## config.mk

```make
export PLATFORM = sky130hd
export DESIGN_NAME = databus_arbiter_flat
export DESIGN_NICKNAME = d
export VERILOG_FILES = /design/src/accel_pkg.sv /design/src/databus_if.sv /design/src/databus_arbiter.sv /design/src/flat_wrapper.sv
export VERILOG_INCLUDE_DIRS = /design/src
export SDC_FILE = /design/constraint.sdc
export NUM_CORES = 1
export LEC_CHECK = 0
export ABC_AREA = 1
export BUFFER_PORTS_ARGS = -buffer_cell sky130_fd_sc_hd__buf_2
export CAP_MARGIN = 10
export CORE_AREA = 4 4 86 88
export CTS_BUF_LIST = sky130_fd_sc_hd__clkbuf_16
export CTS_CLUSTER_DIAMETER = 100
export DETAILED_ROUTE_END_ITERATION = 8
export DIE_AREA = 0 0 90 92
export GPL_TIMING_DRIVEN = 0
export PLACE_DENSITY = 0.74
export SYNTH_ARGS = -nofsm -noshare
export SYNTH_HDL_FRONTEND = slang
export SYNTH_SLANG_ARGS = --single-unit
```

## constraint.sdc

```tcl
create_clock -name clk -period 1 [get_ports clk]
set_input_delay 0.2 -clock clk [delete_from_list [all_inputs] [get_ports clk]]
set_output_delay 0.2 -clock clk [all_outputs]
set_load 0.05 [all_outputs]
```

## src/accel_cfg.svh

```systemverilog
`ifndef ACCEL_CFG_SVH
`define ACCEL_CFG_SVH

// external byte address
`define ACCEL_EXT_ADDR_W 32
`define ACCEL_DATA_W 32

// buffer address, top bit selects the ping-pong half
`define ACCEL_BUF_ADDR_W 8

`define ACCEL_LEN_W 8
`define ACCEL_LOOP_W 6
`define ACCEL_NUM_UNITS 2

`endif
```

## src/accel_pkg.sv

```systemverilog
`default_nettype none

`include "accel_cfg.svh"

package accel_pkg;

   // external byte address
   typedef logic [`ACCEL_EXT_ADDR_W-1:0] ext_addr_t;

   // bus word and output word are the same width
   typedef logic [`ACCEL_DATA_W-1:0] word_t;

   typedef logic [`ACCEL_BUF_ADDR_W-1:0] buf_addr_t;

   // burst length in words
   typedef logic [`ACCEL_LEN_W-1:0] len_t;

   // per and iter counts of the address generator
   typedef logic [`ACCEL_LOOP_W-1:0] loop_t;

endpackage

`default_nettype wire

```

## src/databus_if.sv

```systemverilog
`timescale 1ns/1ns
`default_nettype none

interface databus_if;
   import accel_pkg::*;

   // held by the requester until last
   logic      req;
   ext_addr_t addr;
   len_t      len;

   // one word per ready cycle
   logic      ready;
   word_t     rdata;
   logic      last;

   modport requester (
      output req, addr, len,
      input  ready, rdata, last
   );

   modport arbiter (
      input  req, addr, len,
      output ready, rdata, last
   );

endinterface

`default_nettype wire

```

## src/databus_arbiter.sv

```systemverilog
`timescale 1ns/1ns
`default_nettype none

module databus_arbiter (
   input  wire                       clk,
   input  wire                       rst,
   databus_if.arbiter                unit0,
   databus_if.arbiter                unit1,
   output logic                      bus_req_o,
   output accel_pkg::ext_addr_t      bus_addr_o,
   output accel_pkg::len_t           bus_len_o,
   input  wire                       bus_ready_i,
   input  wire accel_pkg::word_t     bus_rdata_i,
   input  wire                       bus_last_i
);

   logic busy;
   logic owner;
   logic last_winner;
   logic pick;
   logic grant0;
   logic grant1;

   // the side after the last winner goes first
   always_comb begin
      if (last_winner) begin
         pick = unit0.req ? 1'b0 : 1'b1;
      end else begin
         pick = unit1.req ? 1'b1 : 1'b0;
      end
   end

   always_ff @(posedge clk or posedge rst) begin
      if (rst) begin
         busy        <= 1'b0;
         owner       <= 1'b0;
         last_winner <= 1'b1;
      end else if (!busy) begin
         if (unit0.req || unit1.req) begin
            busy  <= 1'b1;
            owner <= pick;
         end
      end else if (bus_ready_i && bus_last_i) begin
         // grant held for the whole burst
         busy        <= 1'b0;
         last_winner <= owner;
      end
   end

   assign grant0 = busy & ~owner;
   assign grant1 = busy & owner;

   assign bus_req_o  = owner ? grant1 & unit1.req : grant0 & unit0.req;
   assign bus_addr_o = owner ? unit1.addr : unit0.addr;
   assign bus_len_o  = owner ? unit1.len : unit0.len;

   // only the granted side sees the response
   assign unit0.ready = grant0 & bus_ready_i;
   assign unit0.rdata = grant0 ? bus_rdata_i : '0;
   assign unit0.last  = grant0 & bus_last_i;

   assign unit1.ready = grant1 & bus_ready_i;
   assign unit1.rdata = grant1 ? bus_rdata_i : '0;
   assign unit1.last  = grant1 & bus_last_i;

endmodule

`default_nettype wire

```

## src/flat_wrapper.sv

```systemverilog
// flat-port wrapper written by rule: the top's interface ports become plain ports
module databus_arbiter_flat 
  (clk, rst, bus_req_o, bus_addr_o, bus_len_o, bus_ready_i, bus_rdata_i, bus_last_i, unit0_req, unit0_addr, unit0_len, unit0_ready, unit0_rdata, unit0_last, unit1_req, unit1_addr, unit1_len, unit1_ready, unit1_rdata, unit1_last);
  databus_if unit0_i ();
  databus_if unit1_i ();
  input  wire clk;
  input  wire rst;
  output logic bus_req_o;
  output accel_pkg::ext_addr_t bus_addr_o;
  output accel_pkg::len_t bus_len_o;
  input  wire bus_ready_i;
  input  wire accel_pkg::word_t bus_rdata_i;
  input  wire bus_last_i;
  input wire logic [$bits(unit0_i.req)-1:0] unit0_req;
  input wire logic [$bits(unit0_i.addr)-1:0] unit0_addr;
  input wire logic [$bits(unit0_i.len)-1:0] unit0_len;
  output wire logic [$bits(unit0_i.ready)-1:0] unit0_ready;
  output wire logic [$bits(unit0_i.rdata)-1:0] unit0_rdata;
  output wire logic [$bits(unit0_i.last)-1:0] unit0_last;
  input wire logic [$bits(unit1_i.req)-1:0] unit1_req;
  input wire logic [$bits(unit1_i.addr)-1:0] unit1_addr;
  input wire logic [$bits(unit1_i.len)-1:0] unit1_len;
  output wire logic [$bits(unit1_i.ready)-1:0] unit1_ready;
  output wire logic [$bits(unit1_i.rdata)-1:0] unit1_rdata;
  output wire logic [$bits(unit1_i.last)-1:0] unit1_last;
  assign unit0_i.req = unit0_req;
  assign unit0_i.addr = unit0_addr;
  assign unit0_i.len = unit0_len;
  assign unit0_ready = unit0_i.ready;
  assign unit0_rdata = unit0_i.rdata;
  assign unit0_last = unit0_i.last;
  assign unit1_i.req = unit1_req;
  assign unit1_i.addr = unit1_addr;
  assign unit1_i.len = unit1_len;
  assign unit1_ready = unit1_i.ready;
  assign unit1_rdata = unit1_i.rdata;
  assign unit1_last = unit1_i.last;
  databus_arbiter u_core (.clk(clk), .rst(rst), .unit0(unit0_i), .unit1(unit1_i), .bus_req_o(bus_req_o), .bus_addr_o(bus_addr_o), .bus_len_o(bus_len_o), .bus_ready_i(bus_ready_i), .bus_rdata_i(bus_rdata_i), .bus_last_i(bus_last_i));
endmodule
```

==> metrics.cfg, run 1 <==
[timing]
rsz0062_at_grt = yes
fmax_mhz = 648.2
skew_ns = 0.001905
drv_slew = 0
hold_ws_ns = 0.2265
fin_tns_setup_ns = -53.63
min_period_over_period_pct = 154.3
setup_viol_count_final = 109
setup_ws_ns = -0.5428
max-slew-margin-rel_pct = 84.36
worst_pin_slew_ns = 0.2343
min_period_ns = 1.543
final_hold_viol_count = 0

[yosys]
synth_top_area_share_pct = 40.38
ys_ff_latch = 3
synth_cell_types = 14
syn_inst = 260
synthesis.area_mm2 = 0.001171
synth_area_leaders = nand2_1 40%, nor2_1 19%, inv_1 12%
yosysSeqAreaShare_pct = 6.517
synth_top_cell_by_area = nand2_1
synth_nets = 378
yosysWarnings = 0
syn_avg_cell_area_um2 = 4.504

[drt]
drtIter0Drc = 24
dr.pass1.iters = 4
vias = 2473
post_drt_wl_per_cell_um = 14.37
drt_drc_violations_left = 0
via_per_inst = 4.264
ant_nets = 0
wirelength_um = 8335

[final_layout]
layout.nets = 619
n_antenna_cell = 0
fin_util_pct = 64.54
drive_gt1_share_pct = 73.60
syn_to_final_growth_pct = 266.1
final_cells = 580

[worst_setup_path]
reg2reg_to = u_core.owner$_DFFE_PP0P_
cp-start-kind = flip-flop
reg2reg_slack_ns = 0.09
endpoint = unit0_rdata[21]
end_kind = output pin
critPathMostFrequentCell = buf_8
cp.required_ns = 0.80
critical_path_class = flip-flop to output pin
startpoint = u_core.owner$_DFFE_PP0P_
crit_arrival_ns = 1.34
cp_slowest_cell = dfrtp_1
critPathMaxFanout = 10
regToRegStartpoint = u_core.owner$_DFFE_PP0P_
reg2reg_depth = 4
critPathMaxStageDelay_ns = 0.37
path_cells = buf_8, clkinv_8, nand2_8, buf_12, nor2_4, buf_8

[global_route]
grt-ovfl-total = 0
grt_pass1_wl_um = 12540
grt_usage_pct = 18.05
antenna_found_initial = 0
grt_pass1_vias = 2733
grt_max_degree = 11

[floorplan]
die_area_mm2 = 0.008280
ios = 227
dieHeight_um = 92
start_util_pct = 17.63
core_area_mm2 = 0.006644
row_count = 30
dieWidth_um = 90

[hold_path]
worstHoldStart = bus_last_i
hold_path_class = input port to flip-flop

[power_and_ir_drop]
irDropWorstVdd_v = 0.001353
power.density_mw_per_mm2 = 2202
p_leak_nw = 2.252

[placed_design]
place_hpwl_um = 5891
place_inst = 566
gp_congestion = 0.7890
numPortBuffers = 226
dpl_worst_slack_ns = -0.4209

[cts]
cts_tree = built
clkTransAtPathRegs_ns = 0.03
insertion_delay_ns = 0.22
clock-sinks = 3
cts_made_buffers = 3
cts_root_buf = clkbuf_16
htreeDepth = 1
clockBufferDepth = 2

[outcome]
violations = setup timing
outcome = finished, violations left

[flow_run]
maxCapViolCount = 0

==> cells in the mapped netlist <==
cell / instances
inv_4: 1
buf_2: 4
nor2_2: 10
dfstp_2: 1
nand2_1: 126
nand3_1: 5
dfrtp_1: 2
inv_1: 36
nor2_1: 59
nand4_1: 1
buf_4: 5
and2_1: 1
buf_6: 7
nand2_4: 2
==> kinds of logic (layout without fill, tap and decap cells) <==
logic type	after synthesis	count (layout)	share of synthesized area, %
AND/OR/NAND/NOR	204	204	69.76
buffers and inverters	53	293	23.72
flip-flops	3	3	6.518
==> how the worst min path moves through the flow <==
stage / to / slack (ns) / cells after the start
floorplan: u_core.busy$_DFF_PP0_ / -0.05 / 1
global placement: u_core.owner$_DFFE_PP0P_ / 0.07 / 2
detailed placement: u_core.owner$_DFFE_PP0P_ / 0.07 / 2
CTS: u_core.last_winner$_DFFE_PP1P_ / 0.22 / 3
global route: u_core.last_winner$_DFFE_PP1P_ / 0.25 / 3
finish: u_core.last_winner$_DFFE_PP1P_ / 0.23 / 3
==> layout by cell type (no fill, tap or decap) <==
| cell | count |
|---|---|
| nand2_1 | 84 |
| nor2_4 | 68 |
| and2_1 | 1 |
| nand3_1 | 5 |
| buf_4 | 8 |
| nor2_1 | 1 |
| dfstp_2 | 1 |
| buf_12 | 8 |
| buf_8 | 27 |
| buf_16 | 1 |
| inv_1 | 37 |
| nand2_2 | 1 |
| buf_2 | 121 |
| nand4_1 | 1 |
| nand2_4 | 41 |
| buf_6 | 85 |
| dfrtp_1 | 2 |
| nand2_8 | 2 |
| clkinv_8 | 1 |
| dlygate4sd3_1 | 1 |
| clkbuf_16 | 4 |
==> sequential cells by signal, indices dropped and copies added, names as in the netlist <==
register,cells
u_core.last_winner,1
u_core.owner,1
u_core.busy,1
==> what timing repair did <==
item / in CTS / in global routing
hold endpoints to repair: 2 / 0
hold buffers: 1 / 0
gates resized for setup: 229 / 29
setup buffers: 5 / 2
endpoints found under the setup margin: 109 / 109
gates cloned: 1 / 1
==> area by class of cell <==
class | count | area, µm²
Buffer | 16 | 196.4
Clock buffer | 3 | 75.07
Clock inverter | 1 | 3.754
Fill cell | 519 | 2356
Inverter | 37 | 151.4
Multi-Input combinational cell | 204 | 1630
Sequential cell | 3 | 76.32
Tap cell | 80 | 100.1
Timing Repair Buffer | 236 | 2054
==> per-stage QoR <==
step / total power [mW] / area, µm²
after global placement: 6.934 / 3228
after floorplan: 5.731 / 1997
after CTS: 9.170 / 4135
after detailed placement: 6.997 / 3228
after global routing: 9.816 / 4288
final: 9.443 / 4288
==> report_power, final <==
| part | internal (mW) | switching [mW] |
|---|---|---|
| registers | 0.156 | 0.0141 |
| clock network | 0.516 | 0.113 |
| logic | 3.18 | 5.47 |
| total | 3.85 | 5.60 |
==> per-layer routing <==
metal	GRT usage (%)	wire length, µm	part of all wire [%]	vias up
met5	0	0	0	-
met4	2.041	93	1.1	0
met3	6.317	801	9.6	9
met2	37.34	4682	56	144
met1	17.40	2757	33	1099
li1	-	-	-	1221
==> critical path, delay by kind of cell, from the launching register on <==
| family | cells | cell delay, ns |
|---|---|---|
| buf+inv | 4 | 0.54 |
| flops | 1 | 0.37 |
| simple gates | 2 | 0.19 |
Power figures use the tool's default switching activity.
==> run 2: changes to the inputs <==
- BUFFER_PORTS_ARGS: -buffer_cell sky130_fd_sc_hd__buf_2 -> -buffer_cell sky130_fd_sc_hd__buf_4
==> run 2 against run 1 <==
First-iteration DRC count stayed put. Via count increased by 0.49%. Flip-flop and latch count stayed put. Register-to-register slack got worse by 0.03 ns. The run still ends with setup timing left. Fmax shrank 2.5%. Clock power hardly changed. Core utilization is 5.2 points higher. Total power grew 2.8%. Clock-buffer cell count unchanged. Highest routed layer unchanged. Routed wire length grew 4.3%. Largest cell class unchanged. Critical path type unchanged. Critical endpoint is now unit0_rdata[18]. Final cell count rose by 0.34%.
==> metrics.cfg, run 2 (synthesis gave the netlist of run 1 again) <==
[timing]
hold_ws_ns = 0.2417  ; +0.01522 ns
final_hold_viol_count = 0  ; unchanged
setup_ws_ns = -0.5831  ; -0.04033 ns
worst_pin_slew_ns = 0.2131  ; -0.02125 ns
setup_viol_count_final = 109  ; unchanged
fin_tns_setup_ns = -54.84  ; -1.213 ns
drv_slew = 0  ; unchanged
rsz0062_at_grt = yes
min_period_ns = 1.583  ; +0.04033 ns
fmax_mhz = 631.7  ; -2.5%
skew_ns = 0.00006389  ; -0.001842 ns
max-slew-margin-rel_pct = 85.78  ; +1.4 points
min_period_over_period_pct = 158.3  ; +4.0 points

[power_and_ir_drop]
pwr-share-seq_pct = 1.8  ; about the same
clkPwrFrac_pct = 6.5  ; -0.2 points
p_int_mw = 4.062  ; +5.6%
irDropWorstVdd_v = 0.001226  ; -9.4%
p_switching_mw = 5.646  ; +0.90%
power.density_mw_per_mm2 = 2094  ; -4.9%
swShare_pct = 58.16  ; -1.1 points
p_leak_nw = 2.386  ; +5.9%
combPwrFrac_pct = 91.8  ; +0.3 points
finalPower_mw = 9.708  ; +2.8%

[cts]
cts_root_buf = clkbuf_16
htreeDepth = 1  ; unchanged
cts_made_buffers = 3  ; unchanged
cts_tree = built
clock-sinks = 3  ; unchanged
clockBufferDepth = 2  ; unchanged
clkTransAtPathRegs_ns = 0.03  ; about the same
insertion_delay_ns = 0.22  ; about the same

[drt]
dr.pass1.iters = 4  ; unchanged
drt_drc_violations_left = 0  ; unchanged
ant_nets = 0  ; unchanged
drtIter0Drc = 24  ; unchanged
vias = 2485  ; +0.49%
wirelength_um = 8694  ; +4.3%
post_drt_wl_per_cell_um = 14.94  ; +3.9%
via_per_inst = 4.270  ; +0.14%

[placed_design]
dpl_worst_slack_ns = -0.3897  ; +0.03123 ns
dpl_cell_area_mm2 = 0.003794  ; +18%
gp_congestion = 0.7822  ; -0.86%
place_inst = 566  ; unchanged
numPortBuffers = 226  ; unchanged
place_hpwl_um = 6504  ; +10%

[floorplan]
dieWidth_um = 90  ; unchanged
core_area_mm2 = 0.006644  ; unchanged
start_util_pct = 17.63  ; unchanged
ios = 227  ; unchanged
die_area_mm2 = 0.008280  ; unchanged
row_count = 30  ; unchanged
dieHeight_um = 92  ; unchanged

[global_route]
grt_max_degree = 11  ; unchanged
grt_usage_pct = 18.41  ; +0.36 points
grt_pass1_wl_um = 12540  ; about the same
grt_pass1_vias = 2611  ; -4.5%
grt-ovfl-total = 0  ; unchanged
antenna_found_initial = 0  ; unchanged

[worst_setup_path]
crit_arrival_ns = 1.38  ; +0.04 ns
cp.required_ns = 0.80  ; about the same
startpoint = u_core.owner$_DFFE_PP0P_
reg2reg_depth = 4  ; unchanged
critPathMaxFanout = 8  ; -2
cp-start-kind = flip-flop
regToRegStartpoint = u_core.owner$_DFFE_PP0P_
critical_path_class = flip-flop to output pin
end_kind = output pin

[hold_path]
worstHoldStart = bus_ready_i
hold_path_class = input port to flip-flop
min_path_cells = 3  ; unchanged

[final_layout]
n_antenna_cell = 0  ; unchanged
biggestRegsByFlops = u_core.busy x1, u_core.last_winner x1, u_core.owner x1
syn_to_final_growth_pct = 295.8
final_common_cell = buf_4
fin_util_pct = 69.77  ; +5.2 points
stdcell_area_mm2 = 0.004636  ; +8.1%
fill_cells = 502  ; -3.3%
final_cell_mix = 124 x buf_4, 91 x buf_6, 84 x nand2_1, 68 x nor2_4, 41 x nand2_4
final_cells = 582  ; +0.34%
drive_gt1_share_pct = 73.90  ; +0.30 points
layout.nets = 621  ; +0.32%

[outcome]
outcome = finished, violations left
violations = setup timing

[flow_run]
maxCapViolCount = 0  ; unchanged

run 2: cell types whose count changed in the layout (fill, tap and decap cells not counted):
| cell | before | now |
|---|---|---|
| buf_8 | 27 | 22 |
| clkbuf_4 | 0 | 3 |
| buf_16 | 1 | 0 |
| nand3_1 | 5 | 4 |
| buf_2 | 121 | 1 |
| buf_12 | 8 | 6 |
| buf_6 | 85 | 91 |
| nand3_2 | 0 | 1 |
| clkbuf_16 | 4 | 9 |
| buf_4 | 8 | 124 |
run 2: path summary, 6_finish.rpt:
check | to | slack, ns
setup / recovery | unit0_rdata[18] | -0.58
hold / removal | u_core.last_winner$_DFFE_PP1P_ | 0.24
setup reg to reg | u_core.owner$_DFFE_PP0P_ | 0.06
hold reg to reg | u_core.last_winner$_DFFE_PP1P_ | 0.48
max in group asynchronous | u_core.last_winner$_DFFE_PP1P_ | 0.38
min in group asynchronous | u_core.owner$_DFFE_PP0P_ | 0.41
run 2: worst max-delay path, stage by stage, from the launching register on:
cell and delay, ns:
dfrtp_1 0.36, buf_6 0.16, clkinv_8 0.07, nand2_8 0.10, clkbuf_16 0.19, nor2_4 0.10
buf_6 0.16
run 2: layout make-up:
| cell class | instances | area, µm² | share of cell area [%] |
|---|---|---|---|
| timing repair buffer | 238 | 2390 | 51.55 |
| multi-input combinational | 204 | 1635 | 35.28 |
| buffer | 16 | 203.9 | 4.399 |
| inverter | 37 | 151.4 | 3.266 |
| tap | 80 | 100.1 | 2.159 |
| sequential | 3 | 76.32 | 1.646 |
| clock buffer | 3 | 75.07 | 1.619 |
| clock inverter | 1 | 3.754 | 0.08097 |
run 2: routing by layer:
metal / vias up / global-route usage (%) / part of all wire, %
li1: 1221 / - / -
met3: 10 / 7.465 / 11
met2: 141 / 36.22 / 56
met1: 1113 / 17.55 / 31
met5: - / 0 / 0
met4: 0 / 4.847 / 1.2
run 2: power by group through the flow:
| stage | sequential [mW] | combinational [mW] | clock (mW) |
|---|---|---|---|
| 2_1_floorplan | 0.167 | 5.56 | 0 |
| 3_5_place_dp | 0.170 | 7.53 | 0 |
| 6_report | 0.170 | 8.91 | 0.629 |
| 4_1_cts | 0.169 | 8.29 | 0.643 |
| 5_1_grt | 0.174 | 9.27 | 0.643 |
| 3_3_place_gp | 0.169 | 7.46 | 0 |
run 2: repair_timing:
item                                    in CTS  in global routing
resized for setup                          108                 40
buffers inserted                             4                  1
pin swaps                                    0                  4
gates cloned                                 0                  6
hold buffers                                 1                  0
endpoints found under the setup margin     109                109
endpoints found under the hold margin        2                  0
==> run 3: changes to the inputs <==
- CAP_MARGIN: 10 -> 20
- CORE_AREA: 4 4 86 88 -> 4 4 85 87
- DIE_AREA: 0 0 90 92 -> 0 0 89 91
- PLACE_DENSITY: 0.74 -> 0.73
- clock period: 1 -> 1.9 ns (I/O delays scaled with it)
==> run 3 against run 2 <==
Final cell count decreased by 2.6%. Core utilization fell by 22 points. Via count is 7.9% lower. Worst hold slack got worse by 0.22 ns. The flow now finishes without violations. Total power is 62% lower. Flip-flop and latch count stayed put. Clock skew is essentially flat. First-iteration DRC count rose by 71%.
==> metrics.cfg, run 3 (synthesis gave the netlist of run 1 again) <==
[timing]
setup_viol_count_final = 0  ; -100%
min_period_ns = 1.772
min_period_over_period_pct = 93.24
hold_ws_ns = 0.02653  ; -0.2152 ns
rsz0062_at_grt = no
skew_ns = 0.0002642  ; +0.0002004 ns
fin_tns_setup_ns = 0  ; +54.84 ns
drv_slew = 0  ; unchanged
worst_pin_slew_ns = 0.1703  ; -0.04277 ns
max-slew-margin-rel_pct = 88.64  ; +2.9 points
final_hold_viol_count = 0  ; unchanged
fmax_mhz = 564.5

[worst_setup_path]
cp-start-kind = flip-flop
reg2reg_depth = 4  ; unchanged
critPathMostFrequentCell = buf_6
endpoint = unit0_rdata[21]
cp_slowest_cell = dfrtp_1
regToRegStartpoint = u_core.busy$_DFF_PP0_
path_cells = buf_6, inv_4, nand2_4, buf_6, nor2_1, buf_4
critPathMaxStageDelay_ns = 0.36  ; about the same
startpoint = u_core.owner$_DFFE_PP0P_
cp.depth = 6  ; unchanged
reg2reg_slack_ns = 1.02  ; +0.96 ns
critical_path_class = flip-flop to output pin
end_kind = output pin
worst-path-buf-inv = 4  ; unchanged
cp_top_family = buffers and inverters
critPathMaxFanout = 10  ; +2
cp.required_ns = 1.52  ; +0.72 ns
reg2reg_to = u_core.busy$_DFF_PP0_
crit_arrival_ns = 1.39  ; about the same

[final_layout]
biggestRegsByFlops = u_core.busy x1, u_core.last_winner x1, u_core.owner x1
layout.nets = 609  ; -1.9%
final_cell_mix = 231 x buf_4, 126 x nand2_1, 59 x nor2_1, 37 x inv_1, 10 x nor2_2
drive_gt1_share_pct = 52.86  ; -21 points
final_common_cell = buf_4
final_cells = 567  ; -2.6%
syn_to_final_growth_pct = 159.8
n_antenna_cell = 0  ; unchanged

[power_and_ir_drop]
p_leak_nw = 2.003  ; -16%
power.density_mw_per_mm2 = 1212  ; -42%
irDropWorstVdd_v = 0.0006390  ; -48%

[placed_design]
numPortBuffers = 226  ; unchanged
gp_congestion = 0.7616  ; -2.6%
place_hpwl_um = 5968  ; -8.2%
place_inst = 563  ; -0.53%

[cts]
cts_tree = built
clockBufferDepth = 2  ; unchanged
post_cts_buffers = 0  ; -4
insertion_delay_ns = 0.22  ; about the same
clkTransAtPathRegs_ns = 0.03  ; about the same
clock-sinks = 3  ; unchanged
htreeDepth = 1  ; unchanged
cts_root_buf = clkbuf_16
cts_made_buffers = 3  ; unchanged
cts_hold_buf = 0  ; -1
cts-resized-gates = 0  ; -100%

[drt]
dr.pass1.iters = 4  ; unchanged
post_drt_wl_per_cell_um = 11.87  ; -21%
via_per_inst = 4.035  ; -5.5%
wirelength_um = 6731  ; -23%
drt_drc_violations_left = 0  ; unchanged
ant_nets = 0  ; unchanged
drtIter0Drc = 41  ; +71%
vias = 2288  ; -7.9%

[global_route]
grt_usage_pct = 14.72  ; -3.7 points
grt_pass1_wl_um = 9777  ; -22%
grt_pass1_vias = 2187  ; -16%
antenna_found_initial = 0  ; unchanged
grt_max_degree = 11  ; unchanged
grt-ovfl-total = 0  ; unchanged

[flow_run]
maxCapViolCount = 0  ; unchanged

[floorplan]
row_count = 29  ; -3.3%
die_area_mm2 = 0.008099  ; -2.2%
dieWidth_um = 89  ; -1.1%
ios = 227  ; unchanged
dieHeight_um = 91  ; -1.1%
core_area_mm2 = 0.006350  ; -4.4%
start_util_pct = 18.44  ; +0.82 points

[hold_path]
hold_path_class = input port to async pin

[outcome]
outcome = complete, no violations

## run 3: cell count changes in the layout (fill, tap and decap cells not counted), sizes merged
cell	delta
clkbuf	-9
inv	+1
dlygate4sd3	-1
clkinv	-1
buf	-2
## run 3: metrics by stage
step / cell area, µm² / total power [mW] / utilization [%] / worst slack, ns
floorplan: 1171 / 2.354 / - / 0.1065
global placement: 2964 / 3.369 / 46.68 / 0.3436
detailed placement: 2964 / 3.388 / 46.68 / 0.3282
CTS: 3043 / 3.728 / 47.92 / 0.09226
global route: 3043 / 3.879 / 47.92 / 0.02140
finish: 3043 / 3.687 / 47.92 / 0.1285
## run 3: how the worst min path moves through the flow
stage,endpoint,cells after the start
floorplan,u_core.busy$_DFF_PP0_,1
global placement,u_core.busy$_DFF_PP0_,2
detailed placement,u_core.busy$_DFF_PP0_,2
CTS,u_core.busy$_DFF_PP0_,2
global route,u_core.busy$_DFF_PP0_,2
finish,u_core.busy$_DFF_PP0_,2
## run 3: final cells by class
class,instances,area (µm²)
buffer,16,136.4
clock buffer,3,75.07
clock inverter,1,3.754
fill,649,3307
inverter,37,141.4
multi-input combinational,204,817.0
sequential,3,76.32
tap,77,96.34
timing repair buffer,226,1697
## run 3: layer usage
metal	wire length (µm)	up-vias	GRT usage, %
li1	-	1196	-
met4	64	0	3.722
met5	0	-	0
met1	2147	948	14.88
met2	3527	139	28.77
met3	991	5	3.982
## run 3: power by group
| part | switching, mW | internal (mW) |
|---|---|---|
| registers | 0.00661 | 0.0822 |
| clock network | 0.0596 | 0.272 |
| logic | 2.29 | 0.981 |
